==> config.mk <==
export PLATFORM = sky130hd
export DESIGN_NAME = renameTop
export DESIGN_NICKNAME = d
export VERILOG_FILES = /design/src/rtl/renamePkg.sv /design/src/rtl/activeListIf.sv /design/src/rtl/renameTop.sv /design/src/rtl/renameCommitter.sv /design/src/rtl/freeList.sv /design/src/rtl/activeList.sv
export SDC_FILE = /design/constraint.sdc
export NUM_CORES = 1
export LEC_CHECK = 0
export BUFFER_PORTS_ARGS = -buffer_cell sky130_fd_sc_hd__buf_2
export CORE_ASPECT_RATIO = 1.75
export CORE_UTILIZATION = 25
export CTS_CLUSTER_DIAMETER = 150
export CTS_CLUSTER_SIZE = 30
export DETAILED_ROUTE_END_ITERATION = 7
export SYNTH_ARGS = -nofsm -noshare
export SYNTH_HDL_FRONTEND = slang
export SYNTH_HIERARCHICAL = 1
export SYNTH_SLANG_ARGS = --single-unit
export TNS_END_PERCENT = 100
==> constraint.sdc <==
create_clock -name clk -period 3.9 [get_ports clk]
set_input_delay 0.195 -clock clk [delete_from_list [all_inputs] [get_ports clk]]
set_output_delay 0.195 -clock clk [all_outputs]
set_load 0.02 [all_outputs]
==> src/rtl/renamePkg.sv <==
//~~~~~~~~~~~~~~~~~~~~~~~~~~~~~~~~~~~~~~~~~~~~~~~~~~~~~~~~~~~~~~~~~~~~~~~~~~
// Shared sizes, types and the committer phase encoding for the
// register-release side of the rename stage.
//~~~~~~~~~~~~~~~~~~~~~~~~~~~~~~~~~~~~~~~~~~~~~~~~~~~~~~~~~~~~~~~~~~~~~~~~~~

package renamePkg;

    // Commit and recovery lanes handled per cycle.
    localparam int COMMIT_WIDTH = 2;

    // Physical register file size.
    localparam int PHYS_REG_NUM = 32;

    // Registers 0 to 15 hold the architectural state at reset.
    localparam int ARCH_REG_NUM = 16;

    // Active list slots.
    localparam int AL_DEPTH = 16;

    typedef logic [4:0] PRegNum;
    typedef logic [3:0] AlIndex;

    // Occupancy needs one bit more than the index to reach a full list.
    typedef logic [4:0] AlCount;
    typedef logic [1:0] LaneCount;
    typedef logic [5:0] FreeCount;

    // One rename record held in the active list.
    typedef struct packed {
        logic   writeReg;
        PRegNum phyDstReg;
        PRegNum phyPrevDstReg;
    } AlEntry;

    typedef enum logic [1:0] {
        PHASE_COMMIT    = 2'd0,
        PHASE_RECOVER_0 = 2'd1,
        PHASE_RECOVER_1 = 2'd2
    } RecoveryPhase;

endpackage
==> src/rtl/activeListIf.sv <==
//~~~~~~~~~~~~~~~~~~~~~~~~~~~~~~~~~~~~~~~~~~~~~~~~~~~~~~~~~~~~~~~~~~~~~~~~~~
// Pop control and read window between the committer and the active list.
//~~~~~~~~~~~~~~~~~~~~~~~~~~~~~~~~~~~~~~~~~~~~~~~~~~~~~~~~~~~~~~~~~~~~~~~~~~

`timescale 1ns/10ps

interface activeListIf;
    import renamePkg::*;

    LaneCount popHeadNum;
    LaneCount popTailNum;
    logic inRecovery;

    // Head window in commit, tail window (youngest first) in recovery.
    AlEntry [COMMIT_WIDTH-1:0] readData;
    AlCount recoveryEntryNum;

    modport committer (
        output popHeadNum, popTailNum, inRecovery,
        input  readData, recoveryEntryNum
    );

    modport activeList (
        input  popHeadNum, popTailNum, inRecovery,
        output readData, recoveryEntryNum
    );

endinterface

==> src/rtl/renameTop.sv <==
//~~~~~~~~~~~~~~~~~~~~~~~~~~~~~~~~~~~~~~~~~~~~~~~~~~~~~~~~~~~~~~~~~~~~~~~~~~
// Rename release top level: active list, free list and committer,
// with dispatch gating and dispatch record assembly.
//~~~~~~~~~~~~~~~~~~~~~~~~~~~~~~~~~~~~~~~~~~~~~~~~~~~~~~~~~~~~~~~~~~~~~~~~~~

`timescale 1ns/10ps

module renameTop (
    input  logic clk,
    input  logic rst,
    input  logic dispatchValid,
    input  logic dispatchWriteReg,
    input  renamePkg::PRegNum dispatchPrevReg,
    output logic dispatchReady,
    output renamePkg::PRegNum dispatchReg,
    output renamePkg::AlIndex dispatchIndex,
    input  logic commit,
    input  renamePkg::LaneCount commitNum,
    input  logic recover,
    input  renamePkg::AlIndex recoverIndex,
    output logic [renamePkg::COMMIT_WIDTH-1:0] releaseValid,
    output renamePkg::PRegNum [renamePkg::COMMIT_WIDTH-1:0] releasedReg,
    output logic inRecovery,
    output renamePkg::LaneCount flushNum,
    output renamePkg::AlCount alCount,
    output renamePkg::FreeCount freeCount
);
    import renamePkg::*;

    activeListIf alBus ();

    logic alFull;
    logic freeEmpty;
    logic dispatchFire;
    logic allocate;
    AlEntry dispatchEntry;

    // No dispatch while the tail is being walked or about to be.
    assign dispatchReady = !alFull && !freeEmpty && !alBus.inRecovery && !recover;
    assign dispatchFire = dispatchValid && dispatchReady;

    // Ops without a destination take a slot but no register.
    assign allocate = dispatchFire && dispatchWriteReg;

    always_comb begin
        dispatchEntry.writeReg = dispatchWriteReg;
        dispatchEntry.phyDstReg = dispatchReg;
        dispatchEntry.phyPrevDstReg = dispatchPrevReg;
    end

    activeList u_activeList (
        .clk           (clk),
        .rst           (rst),
        .al            (alBus.activeList),
        .dispatchValid (dispatchFire),
        .dispatchEntry (dispatchEntry),
        .recoverIndex  (recoverIndex),
        .recover       (recover),
        .dispatchIndex (dispatchIndex),
        .count         (alCount),
        .full          (alFull)
    );

    freeList u_freeList (
        .clk          (clk),
        .rst          (rst),
        .allocate     (allocate),
        .allocReg     (dispatchReg),
        .releaseValid (releaseValid),
        .releasedReg  (releasedReg),
        .count        (freeCount),
        .empty        (freeEmpty)
    );

    renameCommitter u_committer (
        .clk          (clk),
        .rst          (rst),
        .al           (alBus.committer),
        .commit       (commit),
        .commitNum    (commitNum),
        .recover      (recover),
        .releaseValid (releaseValid),
        .releasedReg  (releasedReg),
        .flushNum     (flushNum)
    );

    assign inRecovery = alBus.inRecovery;

endmodule

==> src/rtl/renameCommitter.sv <==
//~~~~~~~~~~~~~~~~~~~~~~~~~~~~~~~~~~~~~~~~~~~~~~~~~~~~~~~~~~~~~~~~~~~~~~~~~~
// Committer: commit and recovery phase FSM, release pipeline registers
// and active list pop control.
//~~~~~~~~~~~~~~~~~~~~~~~~~~~~~~~~~~~~~~~~~~~~~~~~~~~~~~~~~~~~~~~~~~~~~~~~~~

`timescale 1ns/10ps

module renameCommitter (
    input  logic clk,
    input  logic rst,
    activeListIf.committer al,
    input  logic commit,
    input  renamePkg::LaneCount commitNum,
    input  logic recover,
    output logic [renamePkg::COMMIT_WIDTH-1:0] releaseValid,
    output renamePkg::PRegNum [renamePkg::COMMIT_WIDTH-1:0] releasedReg,
    output renamePkg::LaneCount flushNum
);
    import renamePkg::*;

    RecoveryPhase phase;
    RecoveryPhase nextPhase;

    // Entries still to be walked off the tail.
    AlCount recoveryCount;
    AlCount nextRecoveryCount;

    LaneCount releaseNum;
    logic [COMMIT_WIDTH-1:0] nextValid;
    PRegNum [COMMIT_WIDTH-1:0] nextReg;

    always_ff @(posedge clk) begin
        if (rst) begin
            phase <= PHASE_COMMIT;
            recoveryCount <= '0;
            releaseValid <= '0;
        end
        else begin
            phase <= nextPhase;
            recoveryCount <= nextRecoveryCount;
            releaseValid <= nextValid;
        end
    end

    always_ff @(posedge clk) begin
        releasedReg <= nextReg;
    end

    // Tail lanes used this cycle.
    assign releaseNum = (recoveryCount > AlCount'(COMMIT_WIDTH)) ?
                        LaneCount'(COMMIT_WIDTH) : LaneCount'(recoveryCount);

    // Phase FSM.
    always_comb begin
        nextPhase = phase;
        nextRecoveryCount = recoveryCount;
        if (recover) begin
            nextPhase = PHASE_RECOVER_0;
            nextRecoveryCount = '0;
        end
        else begin
            case (phase)
                PHASE_RECOVER_0: begin
                    // The active list has the younger-entry count ready by now.
                    nextPhase = PHASE_RECOVER_1;
                    nextRecoveryCount = al.recoveryEntryNum;
                end
                PHASE_RECOVER_1: begin
                    nextPhase = (recoveryCount == '0) ? PHASE_COMMIT : PHASE_RECOVER_1;
                    nextRecoveryCount = recoveryCount - AlCount'(releaseNum);
                end
                default: begin
                    nextPhase = phase;
                end
            endcase
        end
    end

    // Pop control and the registers to release.
    always_comb begin
        al.popHeadNum = '0;
        al.popTailNum = '0;
        flushNum = '0;
        nextValid = '0;
        for (int i = 0; i < COMMIT_WIDTH; i++) begin
            nextReg[i] = al.readData[i].phyPrevDstReg;
        end

        case (phase)
            PHASE_COMMIT: begin
                // Committed ops hand back the mapping they replaced.
                if (commit) begin
                    al.popHeadNum = commitNum;
                    for (int i = 0; i < COMMIT_WIDTH; i++) begin
                        nextValid[i] = (i < int'(commitNum)) && al.readData[i].writeReg;
                    end
                end
            end
            PHASE_RECOVER_1: begin
                // Squashed ops hand back their own new register.
                al.popTailNum = releaseNum;
                flushNum = releaseNum;
                for (int i = 0; i < COMMIT_WIDTH; i++) begin
                    nextValid[i] = (i < int'(releaseNum)) && al.readData[i].writeReg;
                    nextReg[i] = al.readData[i].phyDstReg;
                end
            end
            default: begin
                // Recover step 0 only waits for the count.
                nextValid = '0;
            end
        endcase
    end

    assign al.inRecovery = (phase != PHASE_COMMIT);

endmodule

==> src/rtl/freeList.sv <==
//~~~~~~~~~~~~~~~~~~~~~~~~~~~~~~~~~~~~~~~~~~~~~~~~~~~~~~~~~~~~~~~~~~~~~~~~~~
// Free list: FIFO of physical register numbers with one allocation and
// up to two releases per cycle.
//~~~~~~~~~~~~~~~~~~~~~~~~~~~~~~~~~~~~~~~~~~~~~~~~~~~~~~~~~~~~~~~~~~~~~~~~~~

`timescale 1ns/10ps

module freeList (
    input  logic clk,
    input  logic rst,
    input  logic allocate,
    output renamePkg::PRegNum allocReg,
    input  logic [renamePkg::COMMIT_WIDTH-1:0] releaseValid,
    input  renamePkg::PRegNum [renamePkg::COMMIT_WIDTH-1:0] releasedReg,
    output renamePkg::FreeCount count,
    output logic empty
);
    import renamePkg::*;

    // One slot per physical register, so the FIFO never overflows.
    PRegNum slots [PHYS_REG_NUM];

    // Slot pointers share the register number width.
    PRegNum head;
    PRegNum tail;

    FreeCount pushNum;
    PRegNum [COMMIT_WIDTH-1:0] writeAddr;

    // Releases are packed in lane order behind the tail.
    always_comb begin
        pushNum = '0;
        for (int i = 0; i < COMMIT_WIDTH; i++) begin
            writeAddr[i] = tail + PRegNum'(pushNum);
            if (releaseValid[i]) begin
                pushNum = pushNum + FreeCount'(1);
            end
        end
    end

    always_ff @(posedge clk) begin
        if (rst) begin
            head <= '0;
            tail <= PRegNum'(PHYS_REG_NUM - ARCH_REG_NUM);
            count <= FreeCount'(PHYS_REG_NUM - ARCH_REG_NUM);
        end
        else begin
            head <= head + PRegNum'(allocate);
            tail <= tail + PRegNum'(pushNum);
            count <= count + pushNum - FreeCount'(allocate);
        end
    end

    // Registers above the architectural set start out free, in ascending order.
    always_ff @(posedge clk) begin
        if (rst) begin
            for (int i = 0; i < PHYS_REG_NUM - ARCH_REG_NUM; i++) begin
                slots[i] <= PRegNum'(ARCH_REG_NUM + i);
            end
        end
        else begin
            for (int i = 0; i < COMMIT_WIDTH; i++) begin
                if (releaseValid[i]) begin
                    slots[writeAddr[i]] <= releasedReg[i];
                end
            end
        end
    end

    assign allocReg = slots[head];
    assign empty = (count == '0);

endmodule

==> src/rtl/activeList.sv <==
//~~~~~~~~~~~~~~~~~~~~~~~~~~~~~~~~~~~~~~~~~~~~~~~~~~~~~~~~~~~~~~~~~~~~~~~~~~
// Active list: circular buffer of rename records with dispatch push,
// head pop for commit, tail pop for recovery and a two-entry read window.
//~~~~~~~~~~~~~~~~~~~~~~~~~~~~~~~~~~~~~~~~~~~~~~~~~~~~~~~~~~~~~~~~~~~~~~~~~~

`timescale 1ns/10ps

module activeList (
    input  logic clk,
    input  logic rst,
    activeListIf.activeList al,
    input  logic dispatchValid,
    input  renamePkg::AlEntry dispatchEntry,
    input  renamePkg::AlIndex recoverIndex,
    input  logic recover,
    output renamePkg::AlIndex dispatchIndex,
    output renamePkg::AlCount count,
    output logic full
);
    import renamePkg::*;

    AlEntry entries [AL_DEPTH];

    // Head is the oldest live slot, tail the next free one.
    AlIndex head;
    AlIndex tail;

    // Slot of the op that caused the misprediction.
    AlIndex recoveryIndex;

    AlCount nextCount;

    always_comb begin
        nextCount = count + AlCount'(dispatchValid);
        nextCount = nextCount - AlCount'(al.popHeadNum) - AlCount'(al.popTailNum);
    end

    always_ff @(posedge clk) begin
        if (rst) begin
            head <= '0;
            tail <= '0;
            count <= '0;
        end
        else begin
            head <= head + AlIndex'(al.popHeadNum);
            tail <= tail + AlIndex'(dispatchValid) - AlIndex'(al.popTailNum);
            count <= nextCount;
        end
    end

    // Record storage.
    always_ff @(posedge clk) begin
        if (dispatchValid) begin
            entries[tail] <= dispatchEntry;
        end
    end

    always_ff @(posedge clk) begin
        if (recover) begin
            recoveryIndex <= recoverIndex;
        end
    end

    // Read window.
    // In recovery lane 0 is the youngest entry, so the tail is walked backwards.
    always_comb begin
        for (int i = 0; i < COMMIT_WIDTH; i++) begin
            if (al.inRecovery) begin
                al.readData[i] = entries[AlIndex'(tail - AlIndex'(i) - 1'b1)];
            end
            else begin
                al.readData[i] = entries[AlIndex'(head + AlIndex'(i))];
            end
        end
    end

    // Entries between the faulting slot and the tail, the faulting op excluded.
    // Dispatch is held off during recovery, so the tail stays put.
    assign al.recoveryEntryNum = AlCount'(AlIndex'(tail - recoveryIndex - 1'b1));

    assign dispatchIndex = tail;
    assign full = (count == AlCount'(AL_DEPTH));

endmodule

Word-level counts from Yosys, hierarchy flattened
Memories as Yosys holds them, arrays and structs flattened. A register that Yosys moved wholly into a read port is not among the register bits.
Index checks and enable logic that the tools add are counted.
- muxes and demuxes: 33
- equality and inequality tests: 3
- magnitude comparators: 5
- add/subtract/negate cells: 18
- reductions and logical operators: 22
- operators by type and width (operator ; number):
    2-to-1 mux 5 bit ; 5
    2-to-1 mux 11 bit ; 2
    adder 5 x 1 -> 5 bit ; 3
    subtractor 5 x 2 -> 5 bit ; 3
    2-to-1 mux 1 bit ; 14
    2-to-1 mux 2 bit ; 6
    subtractor 4 x 1 -> 4 bit, second input constant ; 3
    2-to-1 mux 10 bit ; 1
    one-hot mux 5 bit (2 select lines) ; 1
    OR reduction 5 bit ; 2
    logical AND 1 bit ; 9
    less-than comparator 1 x 2 -> 1 bit, first input constant ; 4
    one-hot mux 2 bit (2 select lines) ; 2
    adder 6 bit ; 1
    logical NOT 6 bit ; 1
    2-to-1 mux 6 bit ; 1
    subtractor 6 x 1 -> 6 bit ; 1
    adder 5 bit ; 1
    == test 5 bit, second input constant ; 1
    greater-than comparator 5 x 2 -> 1 bit, second input constant ; 1
    logical NOT 5 bit ; 1
    adder 4 x 1 -> 4 bit ; 1
    adder 4 x 1 -> 4 bit, second input constant ; 1
    adder 4 x 2 -> 4 bit ; 1
    11 further kinds ; 15
- bits in writable memories: 336
- logic and storage cells: 96
- input bits: 17
- bits in registers: 52
- memories kept: 2
- memory list (memory ; depth ; width ; rd ports ; clocked after memory_dff ; write ports ; line ; RTL):
    u_activeList.entries ; 16 ; 11 ; 4 ; 1 ; 1 ; activeList.sv:22 ; AlEntry entries [AL_DEPTH];
    u_freeList.slots ; 32 ; 5 ; 1 ; 1 ; 16 ; freeList.sv:21 ; PRegNum slots [PHYS_REG_NUM];

Longest topological paths before layout
Gate-level depths: netlist of the first run.
- word-level depth: 9
- mapped depth: 14
- gate-level depth less buffers: 14

By module
The synthesis of the first run kept the hierarchy.
- modules (own cells, without submodules) (module ; cells each ; sequential area each (µm²) ; area an instance (µm²) ; times used):
    activeList ; 970 ; 5665.4 ; 12619.6 ; 1
    freeList ; 785 ; 5124.9 ; 9953.3 ; 1
    renameCommitter ; 88 ; 380.4 ; 862.1 ; 1
    renameTop ; 5 ; 0.0 ; 41.3 ; 1

Worst setup path before layout of the first run
OpenSTA, ideal clock, no wires.
- kind: register to register
- start: register u_activeList.tail[0] (netlist: u_activeList/dispatchIndex[0])
- end: register u_committer/releasedReg[3] (netlist name)
- stages on the path, launching flop included: 13
- data required time: 3779 ps
- arrival time: 3098 ps
- setup slack: 682 ps
- setup time: 121 ps
- cells stage by stage: dfxtp_1 buf_2 buf_4 buf_4 inv_2 ha_1 buf_4 buf_4 clkbuf_1 mux4_2 a311oi_1 a21oi_1 mux2_2
- RTL lines (item ; line ; RTL):
    start, declared ; activeList.sv:26 ; AlIndex tail;
    start signal, assigned ; activeList.sv:46 ; tail <= tail + AlIndex'(dispatchValid) - AlIndex'(al.popTailNum);
    end signal, assigned ; renameCommitter.sv:46 ; releasedReg <= nextReg;
    end, declared ; renameCommitter.sv:16 ; output renamePkg::PRegNum [renamePkg::COMMIT_WIDTH-1:0] releasedReg,

==> results.yml, run 1 <==
route:
  m1WireLength_um: 26200
  wl_met2_um: 42500
  detail-route-antenna-nets: 0
  avgViaCountPerCell: 5.52
  drt_iter0_drc: 1611
  drt_pre_antenna_iters: 7
  wirelength_um: 79800
  drc: 2
  vias: 17000
  maxUsedRoutingLayer: "met4"
  route.met3.wl_um: 5160
  wl_per_cell_um: 26.0
power:
  peakVddDrop_v: 0.000269
  clockPowerShare_pct: 18.3
  p_int_mw: 7.30
  power_density_nw_per_um2: 457
  switchingPower_mw: 4.53
  power_frac_comb_pct: 38.5
  power_frac_seq_pct: 43.2
  total_leakage_power_nw: 8.14
  switching_share_pct: 38.3
placed_design:
  routabilityCongestion: 0.905
  dpl.hpwl_um: 56100
  dpl_cell_area_um2: 25300
  port_buffers: 52
  placed_cells: 3036
timing:
  slew_violations: 0
  period_share_pct: 88.2
  period_minus_slack_ns: 3.44
  rsz0062_at_grt: "false"
  slew_headroom_pct: 30.1
  skew_ns: 0.0267
  setup_viol: 0
  finalHoldViolCount: 0
  fin_tns_setup_ns: 0
  clock.fmax_mhz: 291
  tightest_slew_ns: 1.05
die:
  ios: 53
  die_h_um: 407
  num_rows: 148
  initial_core_util_pct: 25.3
  core_area_um2: 93000
  dieArea_um2: 95200
  die_x_um: 234
run_status:
  outcome: "finished, violations left"
  violations: "DRC"
worst_hold_path:
  hold_path.class: "in2reg"
critical_path:
  crit_type: "reg2out"
  worstPathArrival_ns: 3.24
  path_max_fanout: 28
  crit_path_start_kind: "flip-flop"
  critical_path_buf_inv_count: 3
  slowest_delay_ns: 0.74
  endpoint_kind: "output pin"
  cp_common_cell: "buf_4"
  crit_chain: "buf_4 -> mux2i_1 -> o22ai_1 -> a211oi_1 -> a21oi_1 -> buf_4 -> buf_2"
  critPathTopFamily: "buffers and inverters"
  cp.required_ns: 3.70
  slowest_stage: "dfxtp_4"
clock_network:
  htreeDepth: 1
  cts_inserted_buffers: 16
  cts_tree: "done"
  clk_pin_slew_worst_paths_ns: 0.12
  cts_sinks: 388
  cts_resized: 0
  cts_root_buf: "clkbuf_16"
  clock_latency_ns: 0.56
  cts_setup_buffers: 0
  cts_buffer_depth: 3
finish:
  fillCellCount: 9539
  multi_input_area_um2: 11400
  finalNonFillerCells: 3072
  layout.nets: 1935
  final_common_cell: "edfxtp_1"
  syn_to_final_growth_pct: 10.3
  seq_area_um2: 11200
  drive_above_1_share_pct: 21.5
  final_area_um2: 25900
  utilization_pct: 27.9
  final_cell_mix: "340 x edfxtp_1, 186 x mux2i_1, 152 x nand2_1"
job:
  drv_cap: 0
global_route:
  grt_util_all_layers_pct: 16.6
  grt_pass1_wl_um: 117000
  grt_max_degree: 68
  antenna_found_initial: 4
  grt_overflow: 0
  grt_pass1_vias: 17800
yosys:
  yosysTopAreaCell: "edfxtp_1"
  synth_edf_count: 340
  seq_area_frac_synth_pct: 47.6
  async_flop_share_pct: 0
  synth.distinct_cells: 89
  syn_nets: 1921
  netlist_area_um2: 23500
  synthTopCellsByArea: "edfxtp_1 43%, mux4_2 14%, mux2i_1 7.9%"
  synth_top_area_share_pct: 43.5
  synth_cells: 1848
  synth_top_flop_cell: "edfxtp_1"
  ys_seq_elements: 388
  syn_avg_cell_area_um2: 12.7
  synth_warnings: 6
through the flow:
stage | power, mW | hold slack, ns | setup slack [ns]
after floorplan | 7.97 | 0.267 | 0.682
after global placement | 9.60 | 0.372 | 0.758
after detailed placement | 9.69 | 0.373 | 0.781
after CTS | 11.8 | 0.00222 | 0.393
after global routing | 12.3 | 0.0139 | 0.346
final | 11.8 | 0.0213 | 0.462
worst paths after layout:
path	start	cells past startpoint	slack, ns	endpoint
max	u_freeList/head[0]$_SDFF_PP0_	7	0.46	dispatchReg[2]
min	dispatchPrevReg[2]	1	0.02	u_activeList/entries[13][2]$_DFFE_PP_
max reg2reg	u_committer/phase[0]$_SDFFE_PP0P_	12	0.75	u_activeList/count[3]$_SDFF_PP0_
min reg2reg	u_committer/recoveryCount[0]$_SDFFE_PP0P_	2	0.52	u_committer/recoveryCount[0]$_SDFFE_PP0P_
final cells by class:
| type | instances | area share, % |
|---|---|---|
| Clock buffer | 27 | 1.83 |
| Multi-Input combinational cell | 1253 | 44.2 |
| Tap cell | 1200 | 5.80 |
| Inverter | 51 | 0.739 |
| Antenna cell | 1 | 0.00966 |
| Timing Repair Buffer | 152 | 4.27 |
| Sequential cell | 388 | 43.2 |
worst register-to-register path: stages (launching register included):
cell and delay (ns):
dfxtp_1 0.35, inv_1 0.08, ha_1 0.48, nand2_1 0.10, nor2_1 0.22, inv_1 0.09
fa_1 0.39, fa_1 0.52, ha_1 0.18, inv_1 0.05, fa_1 0.37, xor2_1 0.14
nor2_1 0.05
layer usage:
| layer | vias up | global-route usage [%] |
|---|---|---|
| met5 | - | 0 |
| met3 | 309 | 2.08 |
| li1 | 7213 | - |
| met4 | 0 | 10.8 |
| met2 | 908 | 30.6 |
| met1 | 8526 | 17.2 |
cells in the mapped netlist, drive strengths merged, types with 7 or more instances:
| master | number |
|---|---|
| nor2 | 105 |
| nor4 | 11 |
| o22a | 10 |
| dfxtp | 48 |
| xnor2 | 12 |
| a211oi | 21 |
| mux2i | 186 |
| o22ai | 24 |
| nor2b | 34 |
| a21oi | 101 |
| ha | 48 |
| inv | 47 |
| o2111ai | 12 |
| mux4 | 143 |
| o21ai | 21 |
| nand2b | 14 |
| nand3 | 38 |
| o211ai | 12 |
| xor2 | 13 |
| o31ai | 11 |
| buf | 80 |
| or3 | 14 |
| a31oi | 7 |
| fa | 8 |
| a22oi | 29 |
| nand2 | 154 |
| and3 | 19 |
| edfxtp | 340 |
| or2 | 8 |
| a311oi | 21 |
| a2bb2oi | 16 |
| clkbuf | 76 |
| mux2 | 60 |
| nor3 | 34 |
state kept, by name (all words and copies together) (netlist names):
register	flops
u_activeList/head	4
u_activeList/entries	176
u_activeList/dispatchIndex	4
u_freeList/slots	160
u_freeList/tail	5
u_activeList/recoveryIndex	4
u_activeList/count	5
u_freeList/count	6
u_committer/phase	2
u_committer/recoveryCount	5
u_freeList/head	5
u_committer/releaseValid	2
u_committer/releasedReg	10
cell families (layout without fill, tap and decap cells):
family / count (synthesis) / count (layout) / share of synthesized area, %
and+or+nand+nor: 457 / 457 / 9.90
muxes: 389 / 389 / 24.5
DFF: 388 / 388 / 47.6
AOI/OAI and AO/OA: 324 / 324 / 9.77
buffers and inverters: 207 / 230 / 3.95
adders and majority gates: 56 / 56 / 3.24
xor gates and xnor gates: 25 / 25 / 0.997
other: 2 / 3 / 0.0320
power groups by stage:
stage | Clock [mW] | Combinational [mW] | Sequential, mW
6_report | 2.16 | 4.55 | 5.11
4_1_cts | 2.22 | 4.51 | 5.12
2_1_floorplan | 0 | 2.85 | 5.12
3_5_place_dp | 0 | 4.49 | 5.21
5_1_grt | 2.32 | 4.80 | 5.13
3_3_place_gp | 0 | 4.40 | 5.20
repair_timing:
| item | CTS | global route |
|---|---|---|
| endpoints found under the hold margin | 22 | 0 |
| setup endpoints to repair | 0 | 0 |
| hold buffers | 8 | 0 |
Power figures use the tool's default switching activity.
==> run 2, diff against run 1 <==
- clock period: 3.9 -> 3.09 ns (I/O delays scaled with it)
==> run 2 against run 1 <==
  * The run now ends clean
  * Flip-flop and latch count stayed put
  * Hold slack better by 0.099 ns
  * Combinational power is 35% higher
  * Sequential share of layout area is 1.0 points lower
  * Non-clock buffer count is 52 higher
  * Critical path type unchanged
  * First-iteration DRC count is 8.5% lower
  * Clock skew is 0.011 ns higher
  * Clock-buffer cell count is 1 higher
  * Via count is 1.2% higher
  * Total power is 29% higher
  * Core utilization is 0.68 points higher
  * Critical path depth is 1 higher
==> results.yml, run 2 (same netlist as run 1, synthesis figures left out) <==
finish:
  largestRegisters: "u_activeList/entries x176, u_freeList/slots x160, u_committer/releasedReg x10"
  multi_input_area_um2: 11500
  layout.nets: 1987
  final_area_um2: 26500
  syn_to_final_growth_pct: 13.0
  final_cell_mix: "340 x edfxtp_1, 186 x mux2i_1, 152 x nand2_1"
  seq_area_um2: 11200
  utilization_pct: 28.5
  drive_above_1_share_pct: 23.9
  largest-register: "u_activeList/entries"
  final_common_cell: "edfxtp_1"
  fillCellCount: 9446
  largest_reg_flops: 176
die:
  num_rows: 148
  core_area_um2: 93000
  ios: 53
  die_h_um: 407
  initial_core_util_pct: 25.3
  dieArea_um2: 95200
  die_x_um: 234
global_route:
  antenna_found_initial: 2
  grt_pass1_wl_um: 115000
  grt_max_degree: 67
  grt_overflow: 0
  grt_pass1_vias: 17900
  grt_util_all_layers_pct: 16.1
clock_network:
  htreeDepth: 1
  clock_latency_ns: 0.58
  clk_pin_slew_worst_paths_ns: 0.13
  cts_inserted_buffers: 16
  cts_buffer_depth: 3
  cts_sinks: 388
  cts_root_buf: "clkbuf_16"
  cts_tree: "done"
critical_path:
  cp.required_ns: 2.94
  critPathTopFamily: "multiplexers"
  path_max_fanout: 11
  rrSetupSlack_ns: 0.08
  crit_path_start_kind: "flip-flop"
  cp_common_cell: "mux4_2"
  crit_cells: 8
  r2r-start: "u_committer/recoveryCount[1]$_SDFFE_PP0P_"
  slowest_delay_ns: 0.56
  worstReg2RegEnd: "u_activeList/count[3]$_SDFF_PP0_"
  crit_chain: "buf_8 -> buf_4 -> mux4_2 -> mux4_2 -> nor2_1 -> a21oi_1 -> buf_6 -> clkbuf_4"
  crit_type: "reg2out"
  slowest_stage: "mux4_2"
  worstPathArrival_ns: 2.87
  reg2reg_depth: 10
  crit_path_start: "u_freeList/head[0]$_SDFF_PP0_"
  critical_path_buf_inv_count: 4
  endpoint_kind: "output pin"
job:
  drv_cap: 0
timing:
  slew_violations: 0
  setup_viol: 0
  period_share_pct: 97.8
  skew_ns: 0.0381
  period_minus_slack_ns: 3.02
  rsz0062_at_grt: "true"
  finalHoldViolCount: 0
  slew_headroom_pct: 29.8
  clock.fmax_mhz: 331
  fin_tns_setup_ns: 0
  tightest_slew_ns: 1.05
placed_design:
  port_buffers: 52
  dpl_cell_area_um2: 25700
  routabilityCongestion: 0.910
  dpl.hpwl_um: 54300
route:
  drc: 0
  avgViaCountPerCell: 5.49
  wl_per_cell_um: 25.1
  drt_pre_antenna_iters: 6
  vias: 17200
  drt_iter0_drc: 1474
  detail-route-antenna-nets: 0
  wirelength_um: 78600
run_status:
  outcome: "completed"
worst_hold_path:
  holdPathStages: 3
  hp-start: "commitNum[1]"
  hold_path.class: "in2reg"
  whs_endpoint: "u_committer/releaseValid[1]$_SDFF_PP0_"
power:
  power_density_nw_per_um2: 575
  peakVddDrop_v: 0.000401
  total_leakage_power_nw: 8.45
run 2: changes by cell type in the layout (fill, tap and decap cells not counted), moves of 2 or more:
cell and delta:
buf_12 +9, buf_6 +2, a211oi_2 +6, buf_4 +33, a211oi_1 -6, dlygate4sd3_1 +6
run 2: timing repair:
item                       in CTS  in global routing
pin swaps                       0                  2
resized for setup               2                 16
cloned                          0                  0
setup endpoints to repair       5                  8
buffers inserted                5                  5
hold buffers                   14                  0
hold endpoints to repair      104                  0
run 2: worst max-delay path by stage:
stage                                              end  slack [ns]
global route          u_activeList/count[3]$_SDFF_PP0_       -0.05
finish                                  dispatchReg[3]        0.07
floorplan           u_committer/releasedReg[3]$_DFF_P_        0.04
detailed placement    u_activeList/count[3]$_SDFF_PP0_        0.08
global placement      u_activeList/count[3]$_SDFF_PP0_        0.04
CTS                                     dispatchReg[2]       0.004
run 2: per-stage QoR:
| step | worst slack, ns | hold WS [ns] | total power, mW | cells |
|---|---|---|---|---|
| 3_3_place_gp | 0.0412 | 0.334 | 12.4 | 3072 |
| 2_1_floorplan | 0.0398 | 0.226 | 10.1 | 1848 |
| 6_report | 0.0678 | 0.120 | 15.3 | 3126 |
| 5_1_grt | -0.0456 | 0.113 | 15.8 | 3125 |
| 3_5_place_dp | 0.0829 | 0.334 | 12.5 | 3072 |
| 4_1_cts | 0.00366 | 0.0832 | 15.2 | 3119 |
run 2: cell type report:
class	count	area share [%]
Tap cell	1200	5.66
Antenna cell	2	0.0189
Timing Repair Buffer	204	6.26
Clock buffer	28	1.80
Sequential cell	388	42.1
Multi-Input combinational cell	1253	43.4
Inverter	51	0.721
run 2: metal layers:
layer  GRT usage, %  share of wire, %  vias up
met5              0                 0        -
met1           16.8                33     8651
li1               -                 -     7322
met4           10.2               7.1        0
met2           30.1                53      888
met3           1.86               6.3      297
run 2: worst min-delay path, stage by stage:
cell	delay (ns)
buf_2	0.10
and3_1	0.25
o211a_1	0.17
run 2: where the power goes:
part | internal (mW) | switching (mW)
sequential | 6.04 | 0.311
combinational | 2.36 | 3.78
clock | 1.08 | 1.70
total | 9.47 | 5.79
